File: config.mk
export PLATFORM = sky130hd
export DESIGN_NAME = epd_dither_top
export DESIGN_NICKNAME = d
export VERILOG_FILES = /design/src/verilog/epd_pkg.sv /design/src/verilog/epd_dither_top.sv /design/src/verilog/bayer_dithering.sv /design/src/verilog/scan_counter.sv /design/src/verilog/frame_sequencer.sv /design/src/verilog/dither_csr.sv
export SDC_FILE = /design/constraint.sdc
export NUM_CORES = 1
export LEC_CHECK = 0
export BUFFER_PORTS_ARGS = -buffer_cell sky130_fd_sc_hd__buf_2
export CAP_MARGIN = 30
export CELL_PAD_IN_SITES_DETAIL_PLACEMENT = 2
export CELL_PAD_IN_SITES_GLOBAL_PLACEMENT = 2
export CORE_UTILIZATION = 34
export CTS_CLUSTER_DIAMETER = 100
export DETAILED_ROUTE_END_ITERATION = 8
export HOLD_SLACK_MARGIN = 0.06
export PLACE_DENSITY_LB_ADDON = 0.1
export SYNTH_ARGS = -nofsm -noshare
export SYNTH_HDL_FRONTEND = slang
export SYNTH_HIERARCHICAL = 1
export SYNTH_SLANG_ARGS = --single-unit
File: constraint.sdc
create_clock -name clk -period 3.85 [get_ports clk]
set_input_delay 0.385 -clock clk [delete_from_list [all_inputs] [get_ports clk]]
set_output_delay 0.385 -clock clk [all_outputs]
set_load 0.01 [all_outputs]
File: src/verilog/epd_pkg.sv
//////////////////////////////////////////////////
// Shared definitions for the e-paper dither stage
// Pixel, level and frame-size widths
// APB register map and reset defaults
// 4x4 Bayer index matrix
// Dither mode and sequencer state enums
//////////////////////////////////////////////////
package epd_pkg;

    // Datapath widths
    localparam int pix_w = 8;
    localparam int lvl_w = 4;
    localparam int lanes = 4;
    localparam int dim_w = 10;

    localparam logic [7:0] bias_default = 8'd10;

    // Register word addresses
    localparam logic [11:0] addr_ctrl   = 12'h000;
    localparam logic [11:0] addr_bias   = 12'h004;
    localparam logic [11:0] addr_width  = 12'h008;
    localparam logic [11:0] addr_height = 12'h00C;
    localparam logic [11:0] addr_status = 12'h010;

    // Ordered dither indices, row is line phase and column is lane
    // The applied offset is the index minus 8
    localparam logic [0:3][0:3][3:0] bayer4 = '{
        '{4'd0,  4'd8,  4'd2,  4'd10},
        '{4'd12, 4'd4,  4'd14, 4'd6},
        '{4'd3,  4'd11, 4'd1,  4'd9},
        '{4'd15, 4'd7,  4'd13, 4'd5}
    };

    typedef enum logic {
        mode_bypass = 1'b0,
        mode_bayer  = 1'b1
    } dither_mode_e;

    typedef enum logic [1:0] {
        st_idle,
        st_line,
        st_gap,
        st_done
    } seq_state_e;

endpackage
File: src/verilog/epd_dither_top.sv
//////////////////////////////////////////////////
// Top level of the e-paper dither stage
// APB registers, frame FSM, position counters
// and the dither datapath
//////////////////////////////////////////////////
`timescale 1ns/1ps

module epd_dither_top (
    input  logic        clk,
    input  logic        rst_n,
    // APB slave
    input  logic        psel,
    input  logic        penable,
    input  logic        pwrite,
    input  logic [11:0] paddr,
    input  logic [31:0] pwdata,
    output logic [31:0] prdata,
    output logic        pready,
    output logic        pslverr,
    // Grey pixel input, four lanes of 8 bits
    input  logic        pix_valid,
    input  logic [31:0] pix_data,
    output logic        pix_ready,
    // Dithered output, four lanes of 4 bits
    output logic        out_valid,
    output logic [15:0] out_data,
    output logic        out_line_end,
    output logic        out_frame_end,
    input  logic        out_ready
);
    import epd_pkg::*;

    logic             start;
    dither_mode_e     mode;
    logic [7:0]       bias;
    logic [dim_w-1:0] width;
    logic [dim_w-1:0] height;
    logic             busy;
    logic             frame_done;
    logic             accept;
    logic             stage_ready;
    logic [1:0]       y_phase;
    logic             line_last;
    logic             frame_last;

    dither_csr u_csr (
        .clk        (clk),
        .rst_n      (rst_n),
        .psel       (psel),
        .penable    (penable),
        .pwrite     (pwrite),
        .paddr      (paddr),
        .pwdata     (pwdata),
        .prdata     (prdata),
        .pready     (pready),
        .pslverr    (pslverr),
        .busy       (busy),
        .frame_done (frame_done),
        .start      (start),
        .mode       (mode),
        .bias       (bias),
        .width      (width),
        .height     (height)
    );

    frame_sequencer u_seq (
        .clk         (clk),
        .rst_n       (rst_n),
        .start       (start),
        .pix_valid   (pix_valid),
        .stage_ready (stage_ready),
        .line_last   (line_last),
        .frame_last  (frame_last),
        .pix_ready   (pix_ready),
        .accept      (accept),
        .busy        (busy),
        .frame_done  (frame_done)
    );

    scan_counter u_scan (
        .clk        (clk),
        .rst_n      (rst_n),
        .start      (start),
        .accept     (accept),
        .width      (width),
        .height     (height),
        .y_phase    (y_phase),
        .line_last  (line_last),
        .frame_last (frame_last)
    );

    bayer_dithering u_dither (
        .clk           (clk),
        .rst_n         (rst_n),
        .accept        (accept),
        .pix_data      (pix_data),
        .mode          (mode),
        .bias          (bias),
        .y_phase       (y_phase),
        .line_last     (line_last),
        .frame_last    (frame_last),
        .out_ready     (out_ready),
        .stage_ready   (stage_ready),
        .out_valid     (out_valid),
        .out_data      (out_data),
        .out_line_end  (out_line_end),
        .out_frame_end (out_frame_end)
    );

endmodule

File: src/verilog/bayer_dithering.sv
//////////////////////////////////////////////////
// Ordered dither stage, one cycle of latency
// Bias add and 5-bit level per lane
// Bayer offset and saturation to 4 bits
// Output register held under back-pressure
//////////////////////////////////////////////////
`timescale 1ns/1ps

module bayer_dithering (
    input  logic                                      clk,
    input  logic                                      rst_n,
    input  logic                                      accept,
    input  logic [epd_pkg::lanes*epd_pkg::pix_w-1:0]  pix_data,
    input  epd_pkg::dither_mode_e                     mode,
    input  logic [7:0]                                bias,
    input  logic [1:0]                                y_phase,
    input  logic                                      line_last,
    input  logic                                      frame_last,
    input  logic                                      out_ready,
    output logic                                      stage_ready,
    output logic                                      out_valid,
    output logic [epd_pkg::lanes*epd_pkg::lvl_w-1:0]  out_data,
    output logic                                      out_line_end,
    output logic                                      out_frame_end
);
    import epd_pkg::*;

    logic [lanes*lvl_w-1:0] dith_data;

    // Adds the signed matrix offset when enabled and clamps to 0..15
    function automatic logic [lvl_w-1:0] sat_level(
        input logic [lvl_w:0]   level,
        input logic [3:0]       idx,
        input logic             use_bayer
    );
        logic signed [6:0] sum;
        sum = signed'({2'b00, level});
        if (use_bayer) begin
            sum = sum + signed'({3'b000, idx}) - 7'sd8;
        end
        if (sum < 0) begin
            return '0;
        end else if (sum > 7'sd15) begin
            return '1;
        end
        return sum[lvl_w-1:0];
    endfunction

    // Lane 0 sits in the top bits of both buses
    for (genvar k = 0; k < lanes; k++) begin : g_lane
        logic [pix_w:0] biased;

        assign biased = {1'b0, pix_data[pix_w*(lanes-k)-1 -: pix_w]} + {1'b0, bias};
        assign dith_data[lvl_w*(lanes-k)-1 -: lvl_w] =
            sat_level(biased[pix_w -: lvl_w+1], bayer4[y_phase][k], mode == mode_bayer);
    end

    // Room when empty or when the held group leaves this cycle
    assign stage_ready = !out_valid || out_ready;

    always_ff @(posedge clk) begin
        if (!rst_n) begin
            out_valid     <= 1'b0;
            out_line_end  <= 1'b0;
            out_frame_end <= 1'b0;
        end else if (accept) begin
            out_valid     <= 1'b1;
            out_line_end  <= line_last;
            out_frame_end <= line_last && frame_last;
        end else if (out_ready) begin
            out_valid     <= 1'b0;
            out_line_end  <= 1'b0;
            out_frame_end <= 1'b0;
        end
    end

    always_ff @(posedge clk) begin
        if (accept) begin
            out_data <= dith_data;
        end
    end

endmodule

File: src/verilog/scan_counter.sv
//////////////////////////////////////////////////
// Group and line position counters
// Line phase for the dither matrix row
// Last-group and last-line flags
//////////////////////////////////////////////////
`timescale 1ns/1ps

module scan_counter (
    input  logic                      clk,
    input  logic                      rst_n,
    input  logic                      start,
    input  logic                      accept,
    input  logic [epd_pkg::dim_w-1:0] width,
    input  logic [epd_pkg::dim_w-1:0] height,
    output logic [1:0]                y_phase,
    output logic                      line_last,
    output logic                      frame_last
);
    import epd_pkg::*;

    logic [dim_w-1:0] grp_cnt;
    logic [dim_w-1:0] line_cnt;

    // Width and height hold the count minus one
    assign line_last  = (grp_cnt == width);
    assign frame_last = (line_cnt == height);
    assign y_phase    = line_cnt[1:0];

    always_ff @(posedge clk) begin
        if (!rst_n || start) begin
            grp_cnt  <= '0;
            line_cnt <= '0;
        end else if (accept) begin
            if (line_last) begin
                grp_cnt <= '0;
                // Wrap at the end of the frame so a following frame starts clean
                line_cnt <= frame_last ? '0 : line_cnt + 1'b1;
            end else begin
                grp_cnt <= grp_cnt + 1'b1;
            end
        end
    end

endmodule

File: src/verilog/frame_sequencer.sv
//////////////////////////////////////////////////
// Frame control FSM for the dither stage
// Gates the input handshake per line
// Inserts a one-cycle gap between lines
//////////////////////////////////////////////////
`timescale 1ns/1ps

module frame_sequencer (
    input  logic clk,
    input  logic rst_n,
    input  logic start,
    input  logic pix_valid,
    input  logic stage_ready,
    input  logic line_last,
    input  logic frame_last,
    output logic pix_ready,
    output logic accept,
    output logic busy,
    output logic frame_done
);
    import epd_pkg::*;

    seq_state_e state;
    seq_state_e state_nxt;

    // Input is only taken inside a line and when the output register has room
    assign pix_ready  = (state == st_line) && stage_ready;
    assign accept     = pix_valid && pix_ready;
    assign busy       = (state != st_idle);
    assign frame_done = (state == st_done);

    always_comb begin
        state_nxt = state;
        case (state)
            st_idle: begin
                if (start) begin
                    state_nxt = st_line;
                end
            end
            st_line: begin
                if (accept && line_last) begin
                    state_nxt = frame_last ? st_done : st_gap;
                end
            end
            // Gap and done each last a single cycle
            st_gap:  state_nxt = st_line;
            st_done: state_nxt = st_idle;
            default: state_nxt = st_idle;
        endcase
    end

    always_ff @(posedge clk) begin
        if (!rst_n) begin
            state <= st_idle;
        end else begin
            state <= state_nxt;
        end
    end

endmodule

File: src/verilog/dither_csr.sv
//////////////////////////////////////////////////
// APB register block for the dither stage
// Control, bias, frame size and status registers
// Start pulse and finished-frame counter
//////////////////////////////////////////////////
`timescale 1ns/1ps

module dither_csr (
    input  logic                      clk,
    input  logic                      rst_n,
    input  logic                      psel,
    input  logic                      penable,
    input  logic                      pwrite,
    input  logic [11:0]               paddr,
    input  logic [31:0]               pwdata,
    output logic [31:0]               prdata,
    output logic                      pready,
    output logic                      pslverr,
    input  logic                      busy,
    input  logic                      frame_done,
    output logic                      start,
    output epd_pkg::dither_mode_e     mode,
    output logic [7:0]                bias,
    output logic [epd_pkg::dim_w-1:0] width,
    output logic [epd_pkg::dim_w-1:0] height
);
    import epd_pkg::*;

    logic       access;
    logic       addr_hit;
    logic       wr_status;
    logic       wr_en;
    logic [7:0] frame_cnt;

    // Every access completes in its first access-phase cycle
    assign pready = 1'b1;

    assign access = psel && penable;

    always_comb begin
        case (paddr)
            addr_ctrl, addr_bias, addr_width, addr_height, addr_status: addr_hit = 1'b1;
            default: addr_hit = 1'b0;
        endcase
    end

    // Status is read only, so a write there is an error
    assign wr_status = pwrite && (paddr == addr_status);
    assign pslverr   = access && (!addr_hit || wr_status);
    assign wr_en     = access && pwrite && addr_hit && !wr_status;

    always_ff @(posedge clk) begin
        if (!rst_n) begin
            start  <= 1'b0;
            mode   <= mode_bypass;
            bias   <= bias_default;
            width  <= '0;
            height <= '0;
        end else begin
            // A start request while a frame runs is dropped
            start <= wr_en && (paddr == addr_ctrl) && pwdata[0] && !busy;
            if (wr_en) begin
                case (paddr)
                    addr_ctrl:   mode   <= dither_mode_e'(pwdata[1]);
                    addr_bias:   bias   <= pwdata[7:0];
                    addr_width:  width  <= pwdata[dim_w-1:0];
                    addr_height: height <= pwdata[dim_w-1:0];
                    default: ;
                endcase
            end
        end
    end

    // Wraps after 255 frames
    always_ff @(posedge clk) begin
        if (!rst_n) begin
            frame_cnt <= '0;
        end else if (frame_done) begin
            frame_cnt <= frame_cnt + 8'd1;
        end
    end

    always_comb begin
        prdata = '0;
        case (paddr)
            addr_ctrl:   prdata[1]         = mode;
            addr_bias:   prdata[7:0]       = bias;
            addr_width:  prdata[dim_w-1:0] = width;
            addr_height: prdata[dim_w-1:0] = height;
            addr_status: begin
                prdata[0]    = busy;
                prdata[15:8] = frame_cnt;
            end
            default: prdata = '0;
        endcase
    end

endmodule

==> impl_metrics.csv, run 1 <==
group,metric,value,unit
hold_path,hold_class,"in -> reg",
sta,slew_viol_final,0,
setup_path,worstPathRequired,4.00,ns
place,portBuffers,97,
cells_and_area,multi_input_comb_area,4590,um2
cts,cts_tree,"built",
cells_and_area,nets,964,
cts,insertion_delay,0.35,ns
sta,fin_skew,0.00885,ns
cells_and_area,n_antenna_cell,0,
setup_path,cp_data_arrival_time,3.86,ns
cts,cts_buffer_depth,2,
yosys,synthDistinctLibCells,89,
power_and_ir_drop,power_frac_seq,0.410,
yosys,synth.most_common_cell,"nand2_1",
routing,drtIter0Drc,150,
power_and_ir_drop,p_total,2.06,mW
place,place_ws,-0.170,ns
yosys,syn-cell-area,6500,um2
routing,drt_wl_total,20.7,mm
outcome,outcome,"complete, no violations",
place,gp_congestion,0.814,
power_and_ir_drop,p_per_area,270,nW/um2
cts,clk_pin_slew,0.07,ns
floorplan,ios,137,
cts,cts_sinks,79,
sta,slew_headroom,0.494,
yosys,synth_area_leaders,"dfxtp_1 (19%), ha_1 (12%), edfxtp_1 (7.4%)",
yosys,synth-seq-area-share,0.268,
global_route,grt-ovfl-total,0,
floorplan,die_area,19700,um2
power_and_ir_drop,intPower,1.51,mW
sta,hold_viol,0,
floorplan,start_util,0.348,
global_route,antenna_found_initial,0,
setup_path,cp_max_fo,4,
global_route,grt_max_degree,36,
power_and_ir_drop,ir_drop,0.000207,V
sta,setup_viol,0,
yosys,avgSynthCellArea,9.08,um2
yosys,syn_inst,716,
sta,fin_tns_setup,0,ns
cells_and_area,fin_util,0.408,
yosys,synth_top_area_frac,0.194,
routing,num_vias,5755,
yosys,yosys.area.top_type,"dfxtp_1",
setup_path,crit_type,"reg -> reg",
cells_and_area,drive_above_1_share,0.241,
global_route,first_global_vias,6280,
cells_and_area,areaGrowthSynthToFinish,17.3,%
power_and_ir_drop,p_leak,3.52,nW
floorplan,core.rowCount,50,
sta,fmax,269,MHz
power_and_ir_drop,pwr-share-clk,0.442,
yosys,synthFlopType,"dfxtp_1",
power_and_ir_drop,swShare,0.265,
routing,drt_pass1_iterations,4,
cells_and_area,seq_area,1750,um2
place,dpl.hpwl,16.3,mm
yosys,synth_warnings,6,
sta,min_period,3.71,ns
job,maxCapViolCount,0,
routing,ant_nets,0,
cts,hold_buffers,0,
power_and_ir_drop,p_comb_frac,0.148,
power_and_ir_drop,switching_power,0.546,mW
yosys,async_reset_ff_frac,0,
floorplan,fp.dieH,140,um
cts,cts_max_level,3,
routing,routedWlPerCell,19.7,um
sta,rsz0062_at_grt,"no",
cts,cts_buffers,9,
sta,fin_ws,0.139,ns
global_route,grt_use_total,0.216,
yosys,synth_common_cells,"nand2_1 (70), ha_1 (64), dfxtp_1 (63), mux2i_1 (46), nor2_1 (43)",
floorplan,die_w,140,um
sta,tightest_slew,0.757,ns
global_route,grt_pass1_wl,33.1,mm
cts,root_buffer,"clkbuf_16",
floorplan,core,18700,um2
yosys,synth-edff-count,16,
cells_and_area,num-fill-cells,2082,
routing,vias_per_cell,5.47,
setup_path,start_kind,"register",
yosys,ys_seq_elements,79,
routing,remaining_drc_errors,0,
setup_path,endpoint_kind,"register",
sta,fin_crit_sh,0.964,
==> final timing paths <==
check	start	slack (ns)	cells past startpoint	endpoint
worst min-delay path	pix_valid	0.32	2	u_seq/state[1]
worst min register to register	u_csr/width[5]	0.50	2	u_csr/width[5]
worst max-delay path	u_csr/bias[4]	0.14	15	u_dither/out_data[11]
worst max register to register	u_csr/bias[4]	0.14	15	u_dither/out_data[11]
==> what timing repair did <==
item | in CTS | in global routing
cloned | 0 | 0
gates resized for setup | 7 | 20
setup buffers | 0 | 1
hold endpoints to repair | 0 | 0
pin swaps | 0 | 2
setup endpoints to repair | 7 | 16
==> area by class of cell <==
class | count | area share
multi-input combinational | 588 | 0.602
sequential | 79 | 0.230
timing repair buffer | 112 | 0.0784
tap | 234 | 0.0384
clock buffer | 11 | 0.0333
inverter | 23 | 0.0113
clock inverter | 5 | 0.00689
==> sequential cells by signal, summed over array words and instances, names as in the netlist <==
| signal | cells |
|---|---|
| u_scan/grp_cnt | 10 |
| u_csr/mode | 1 |
| u_scan/line_cnt | 10 |
| u_csr/bias | 8 |
| u_dither/out_line_end | 1 |
| u_dither/out_data | 16 |
| u_dither/out_frame_end | 1 |
| u_csr/start | 1 |
| u_seq/state | 2 |
| u_csr/frame_cnt | 8 |
| u_csr/height | 10 |
| u_dither/out_valid | 1 |
| u_csr/width | 10 |
==> power groups by stage <==
| stage | Sequential (mW) | Combinational [mW] | Clock [mW] |
|---|---|---|---|
| final | 0.845 | 0.305 | 0.910 |
| after global routing | 0.844 | 0.335 | 0.971 |
| after CTS | 0.846 | 0.296 | 0.935 |
| after detailed placement | 0.865 | 0.288 | 0 |
| after global placement | 0.865 | 0.269 | 0 |
| after floorplan | 0.865 | 0.203 | 0 |
==> per-layer routing <==
layer	routed length, um	global-route usage	share of wire	vias to the layer above
met2	10800	0.405	0.52	91
met1	9040	0.254	0.44	2885
met5	0	0	0	-
met3	459	0.0232	0.022	21
li1	-	-	-	2758
met4	348	0.0711	0.017	0
==> critical path: stages, from the launching register on <==
cell and delay (ns):
dfxtp_2 0.35, ha_1 0.31, a21o_4 0.23, a21o_1 0.19, o21a_1 0.20, nor2_1 0.13
xor2_1 0.26, ha_1 0.29, inv_1 0.06, ha_1 0.26, nor2_1 0.17, nor2_1 0.10
nor3_1 0.20, a21oi_1 0.10, or4_1 0.55, o311ai_1 0.11
==> through the flow <==
step,area [um2],cells,hold WS (ns)
after floorplan,6560,731,0.456
after global placement,7190,1035,0.472
after detailed placement,7190,1035,0.497
after CTS,7520,1051,0.316
after global routing,7630,1052,0.337
final,7630,1052,0.323
==> cell usage in the layout (no fill, tap or decap), types with 10 or more instances in the layout <==
cell type / instances
xor2_1: 33
nor3_1: 12
dfxtp_1: 58
ha_1: 62
buf_2: 97
conb_1: 17
clkbuf_16: 10
and2_1: 13
mux2_2: 12
nor2_1: 43
inv_1: 20
nand3_1: 23
and3_1: 11
a21o_1: 14
buf_4: 15
xnor2_1: 21
mux2i_1: 45
o21ai_1: 14
nor2b_1: 13
a21oi_1: 25
edfxtp_1: 16
nand2_1: 70
nand4_1: 11
a22oi_1: 12
==> cells by family after synthesis <==
family | count (synthesis) | synth area share
buffers and inverters | 64 | 0.0529
AOI/OAI and AO/OA | 134 | 0.155
adders and majority gates | 68 | 0.135
xor gates and xnor gates | 54 | 0.0727
other | 2 | 0.00115
muxes | 60 | 0.0973
DFF | 79 | 0.268
and+or+nand+nor | 255 | 0.217
Power figures use the tool's default switching activity.
==> run 2, diff against run 1 <==
--- a/config.mk
+++ b/config.mk
@@ -5,13 +5,13 @@
 export SDC_FILE = /design/constraint.sdc
 export NUM_CORES = 1
 export LEC_CHECK = 0
-export BUFFER_PORTS_ARGS = -buffer_cell sky130_fd_sc_hd__buf_2
 export CAP_MARGIN = 30
 export CELL_PAD_IN_SITES_DETAIL_PLACEMENT = 2
 export CELL_PAD_IN_SITES_GLOBAL_PLACEMENT = 2
-export CORE_UTILIZATION = 34
+export CORE_UTILIZATION = 39
 export CTS_CLUSTER_DIAMETER = 100
 export DETAILED_ROUTE_END_ITERATION = 8
+export DONT_BUFFER_PORTS = 1
 export HOLD_SLACK_MARGIN = 0.06
 export PLACE_DENSITY_LB_ADDON = 0.1
 export SYNTH_ARGS = -nofsm -noshare
==> run 2 against run 1 <==
  * Die area fell by 13%
  * Non-clock buffer count fell by 87
  * Via count shrank 5.6%
  * Final area shrank 5.0%
  * Fmax fell by 1.2%
  * Sequential power barely moved
  * Register-to-register slack got worse by 0.04 ns
  * Worst hold slack got worse by 0.15 ns
  * Critical path type unchanged
  * Largest cell class unchanged
==> impl_metrics.csv, run 2 (same netlist as run 1, synthesis figures left out) <==
group,metric,value,unit
outcome,outcome,"complete, no violations",
global_route,grt_use_met2,0.428,
floorplan,die_w,131,um
cts,root_buffer,"clkbuf_16",
power_and_ir_drop,swShare,0.251,
routing,drt_pass1_iterations,4,
cts,clk_pin_slew,0.06,ns
cts,cts_buffer_depth,2,
global_route,antenna_found_initial,0,
setup_path,slowest_stage,"dfxtp_2",
global_route,first_global_vias,5997,
routing,drtIter0Drc,106,
setup_path,path_delay_family,"compound AO/OA/AOI/OAI gates",
power_and_ir_drop,p_per_area,283,nW/um2
sta,setup_viol,0,
cells_and_area,final_cell_mix,"nand2_1 (70), ha_1 (62), dfxtp_1 (58), mux2i_1 (45), nor2_1 (39)",
cells_and_area,largest_register,"u_dither/out_data",
sta,fmax,266,MHz
routing,drt_wl_total,20.5,mm
hold_path,hold_class,"in -> reg",
routing,remaining_drc_errors,0,
sta,slew_viol_final,0,
setup_path,start_kind,"register",
cts,insertion_delay,0.35,ns
sta,min_period,3.76,ns
setup_path,crit_type,"reg -> reg",
place,place_ws,-0.183,ns
floorplan,core.rowCount,46,
cells_and_area,n_antenna_cell,0,
power_and_ir_drop,switching_power,0.516,mW
setup_path,cp_cell_sequence,"ha_1 -> a21o_4 -> a21o_1 -> o21a_1 -> nor2_1 -> xor2_1 -> ha_1 -> inv_1 -> ha_1 -> a21o_1 -> a21oi_4 -> nand2_1 -> mux2_4 -> o211ai_4 -> o311ai_1",
routing,num_vias,5430,
power_and_ir_drop,p_comb_frac,0.128,
setup_path,r2r_slack,0.09,ns
setup_path,cpPeakStageDelay,0.36,ns
setup_path,endpoint_kind,"register",
global_route,grt_use_total,0.242,
global_route,top_usage_layer,"met2",
routing,vias_per_cell,5.74,
setup_path,cpMostUsedCell,"ha_1",
global_route,use_met3,0.0502,
power_and_ir_drop,ir_drop,0.000270,V
sta,fin_skew,0.00645,ns
sta,tightest_slew,0.742,ns
sta,hold_viol,0,
cells_and_area,largest_reg_flops,16,
global_route,grt_max_degree,58,
floorplan,ios,137,
setup_path,critical_path_buf_inv_count,1,
cts,cts_tree,"built",
hold_path,worst_hold_startpoint,"rst_n",
global_route,grt_use_met1,0.292,
floorplan,fp.dieH,131,um
floorplan,core,16100,um2
power_and_ir_drop,pwr-share-clk,0.460,
setup_path,cp_max_fo,4,
cells_and_area,areaGrowthSynthToFinish,11.4,%
routing,ant_nets,0,
global_route,grt_pass1_wl,32.6,mm
setup_path,r2r_cells,15,
cells_and_area,fin_util,0.451,
setup_path,r2r_start,"u_csr/bias[4]",
sta,slew_headroom,0.504,
global_route,grt-ovfl-total,0,
setup_path,cp_data_arrival_time,3.83,ns
place,dpl.hpwl,15.9,mm
hold_path,min_to,"u_dither/out_line_end",
sta,fin_ws,0.0950,ns
place,gp_congestion,0.816,
cts,cts_buffers,9,
cells_and_area,drive_above_1_share,0.166,
power_and_ir_drop,power_frac_seq,0.412,
cts,cts_sinks,79,
job,maxCapViolCount,0,
setup_path,worstPathRequired,3.92,ns
hold_path,hold_depth,1,
floorplan,die_area,17200,um2
place,portBuffers,0,
power_and_ir_drop,intPower,1.54,mW
setup_path,r2r_end,"u_dither/out_data[11]",
sta,fin_hold_ws,0.178,ns
cts,cts_max_level,3,
floorplan,start_util,0.405,
routing,routedWlPerCell,21.7,um
sta,fin_crit_sh,0.975,
cells_and_area,final_common_cell,"nand2_1",
cells_and_area,nets,877,
power_and_ir_drop,p_leak,3.17,nW
## run 2: area by class of cell
cell class / count / area [um2]
Clock inverter: 3 / 47.5
Tap cell: 216 / 270
Sequential cell: 79 / 1750
Clock buffer: 12 / 278
Fill cell: 1742 / 8810
Inverter: 23 / 86.3
Multi-Input combinational cell: 588 / 4620
Timing Repair Buffer: 25 / 188
## run 2: worst max path at each step
stage             startpoint                    end  cells after the start  slack, ns
2_1_floorplan   pix_data[10]   u_dither/out_data[7]                     14       0.35
3_3_place_gp   u_csr/bias[1]   u_dither/out_data[3]                     13       0.05
3_5_place_dp   u_csr/bias[1]   u_dither/out_data[3]                     13      -0.18
4_1_cts        u_csr/bias[4]   u_dither/out_data[3]                     14      0.007
5_1_grt        u_csr/bias[2]  u_dither/out_data[14]                     15      -0.04
6_report       u_csr/bias[4]  u_dither/out_data[11]                     15       0.09
## run 2: what timing repair did
item                       in CTS  in global routing
buffers inserted                0                  6
setup endpoints to repair       9                 16
hold buffers                    0                  0
pin swaps                       0                 10
resized for setup               8                 28
## run 2: power groups by stage
stage,Sequential (mW),Clock (mW),Combinational [mW]
3_5_place_dp,0.865,0,0.239
3_3_place_gp,0.865,0,0.221
6_report,0.845,0.944,0.262
2_1_floorplan,0.865,0,0.203
4_1_cts,0.846,0.963,0.243
5_1_grt,0.844,1.00,0.291
## run 2: per-layer routing
layer / part of all wire / up-vias / routed length (um)
li1: - / 2572 / -
met1: 0.44 / 2723 / 8970
met2: 0.50 / 108 / 10400
met3: 0.039 / 27 / 807
met4: 0.019 / 0 / 382
met5: 0 / - / 0
## run 2: metrics by stage
stage	cell area [um2]	setup TNS (ns)	instances	power, mW
after floorplan	6560	0	731	1.07
after global placement	6720	0	925	1.09
after detailed placement	6720	-0.360	925	1.10
after CTS	7070	0	940	2.05
after global routing	7250	-0.192	946	2.13
final	7250	0	946	2.05
==> run 3, diff against run 2 <==
--- a/config.mk
+++ b/config.mk
@@ -13,6 +13,7 @@
 export DETAILED_ROUTE_END_ITERATION = 8
 export DONT_BUFFER_PORTS = 1
 export HOLD_SLACK_MARGIN = 0.06
+export MAX_ROUTING_LAYER = met4
 export PLACE_DENSITY_LB_ADDON = 0.1
 export SYNTH_ARGS = -nofsm -noshare
 export SYNTH_HDL_FRONTEND = slang
==> run 3 against run 2 <==
  * Critical path depth down 1
  * Worst hold slack about the same
  * Final cell count stayed put
  * Combinational power barely moved
  * Critical endpoint is now u_dither/out_data[3]
  * Flip-flop and latch count unchanged
  * Clock power about the same
  * Routed wire length fell by 0.22%
  * Register-to-register slack hardly changed
  * First-iteration DRC count is 28% higher
  * Global-route usage up 0.69 points
  * Die area stayed put
  * Critical path type unchanged
  * Setup slack lost 0.0087 ns
==> impl_metrics.csv, run 3 (same netlist as run 1, synthesis figures left out) <==
group,metric,value,unit
outcome,outcome,"complete, no violations",
cells_and_area,final_common_cell,"nand2_1",
floorplan,ios,137,
routing,route.met2.wl,10.3,mm
cells_and_area,multi_input_comb_area,4620,um2
setup_path,crit_type,"reg -> reg",
global_route,grt_max_degree,58,
place,gp_congestion,0.828,
sta,min_period,3.76,ns
routing,top_layer_used,"met4",
cts,cts_buffers,9,
hold_path,hold_class,"in -> reg",
power_and_ir_drop,intPower,1.54,mW
setup_path,r2r_slack,0.09,ns
hold_path,hold_depth,1,
cts,cts_sinks,79,
routing,vias_per_cell,5.71,
cells_and_area,seq_area,1750,um2
setup_path,start_kind,"register",
sta,fmax,266,MHz
floorplan,core.rowCount,46,
routing,num_vias,5404,
global_route,first_global_vias,6008,
cts,insertion_delay,0.35,ns
cells_and_area,areaGrowthSynthToFinish,11.4,%
cts,hold_buffers,0,
cells_and_area,num-fill-cells,1742,
place,place_ws,-0.183,ns
setup_path,worstPathRequired,3.92,ns
global_route,grt-ovfl-total,0,
setup_path,endpoint_kind,"register",
power_and_ir_drop,switching_power,0.514,mW
cts,cts_tree,"built",
sta,fin_ws,0.0863,ns
power_and_ir_drop,ir_drop,0.000269,V
place,portBuffers,0,
cells_and_area,drive_above_1_share,0.166,
power_and_ir_drop,pwr-share-clk,0.460,
floorplan,die_area,17200,um2
sta,slew_viol_final,0,
power_and_ir_drop,p_per_area,283,nW/um2
place,dpl.hpwl,15.9,mm
cells_and_area,n_antenna_cell,0,
routing,routedWlPerCell,21.6,um
routing,drtIter0Drc,136,
setup_path,r2r_cells,14,
setup_path,cp_max_fo,5,
cts,clk_pin_slew,0.06,ns
sta,slew_headroom,0.503,
sta,fin_skew,0.00577,ns
routing,ant_nets,0,
power_and_ir_drop,swShare,0.251,
sta,tightest_slew,0.742,ns
global_route,grt_pass1_wl,32.6,mm
cells_and_area,final_cell_mix,"nand2_1 (70), ha_1 (62), dfxtp_1 (58), mux2i_1 (45), nor2_1 (39)",
power_and_ir_drop,power_frac_seq,0.412,
cells_and_area,nets,877,
power_and_ir_drop,p_comb_frac,0.128,
setup_path,r2r_end,"u_dither/out_data[3]",
setup_path,r2r_start,"u_csr/bias[2]",
sta,fin_hold_ws,0.178,ns
routing,remaining_drc_errors,0,
floorplan,die_w,131,um
job,maxCapViolCount,0,
sta,fin_crit_sh,0.978,
global_route,antenna_found_initial,0,
setup_path,cp_data_arrival_time,3.84,ns
cts,root_buffer,"clkbuf_16",
routing,wl_met3,751,um
cells_and_area,largest_reg_flops,16,
hold_path,min_to,"u_dither/out_line_end",
cts,cts_buffer_depth,2,
routing,wl_met1,9.03,mm
floorplan,start_util,0.405,
sta,hold_viol,0,
cells_and_area,largest_register,"u_dither/out_data",
global_route,grt_use_total,0.249,
routing,drt_wl_total,20.5,mm
sta,setup_viol,0,
hold_path,worst_hold_startpoint,"rst_n",
power_and_ir_drop,p_leak,3.17,nW
routing,drt_pass1_iterations,4,
cts,cts_max_level,3,
floorplan,fp.dieH,131,um
floorplan,core,16100,um2
## run 3: final cells by class
class,instances,area share
Clock buffer,12,0.0383
Clock inverter,3,0.00656
Inverter,23,0.0119
Multi-Input combinational cell,588,0.638
Sequential cell,79,0.242
Tap cell,216,0.0373
Timing Repair Buffer,25,0.0259
## run 3: power by group through the flow
stage	registers, mW	logic, mW	clock network, mW
floorplan	0.865	0.203	0
global placement	0.865	0.221	0
detailed placement	0.865	0.239	0
CTS	0.846	0.243	0.963
global route	0.844	0.291	1.00
finish	0.845	0.262	0.942
## run 3: per-layer routing
layer / vias up / GRT usage
met5: - / -
li1: 2572 / -
met1: 2702 / 0.292
met3: 28 / 0.0490
met4: 0 / 0.0706
met2: 102 / 0.429
## run 3: worst max path at each step
stage | startpoint | end | slack [ns]
floorplan | pix_data[10] | u_dither/out_data[7] | 0.35
global placement | u_csr/bias[1] | u_dither/out_data[3] | 0.05
detailed placement | u_csr/bias[1] | u_dither/out_data[3] | -0.18
CTS | u_csr/bias[4] | u_dither/out_data[3] | 0.007
global route | u_csr/bias[2] | u_dither/out_data[5] | -0.04
finish | u_csr/bias[2] | u_dither/out_data[3] | 0.09
## run 3: timing repair
action | 4_1_cts | 5_1_grt
endpoints found under the setup margin | 9 | 16
cloned | 0 | 0
pin swaps | 0 | 10
gates resized for setup | 8 | 28
buffers inserted | 0 | 6
## run 3: worst max-delay path: stages (launching register included)
cell	delay, ns
dfxtp_4	0.37
buf_4	0.15
ha_2	0.33
o21ai_2	0.09
a221oi_4	0.40
a31o_4	0.25
xor2_2	0.21
xor2_1	0.10
ha_1	0.38
a21o_1	0.21
o32ai_1	0.12
o41ai_2	0.37
mux2_4	0.23
o22a_1	0.16
nand4_1	0.12
## run 3: through the flow
stage	instances	utilization	instance area, um2	power, mW	setup TNS, ns
final	946	0.451	7250	2.05	0
after global routing	946	0.451	7250	2.13	-0.182
after CTS	940	0.440	7070	2.05	0
after detailed placement	925	0.418	6720	1.10	-0.360
after global placement	925	0.418	6720	1.09	0
after floorplan	731	-	6560	1.07	0
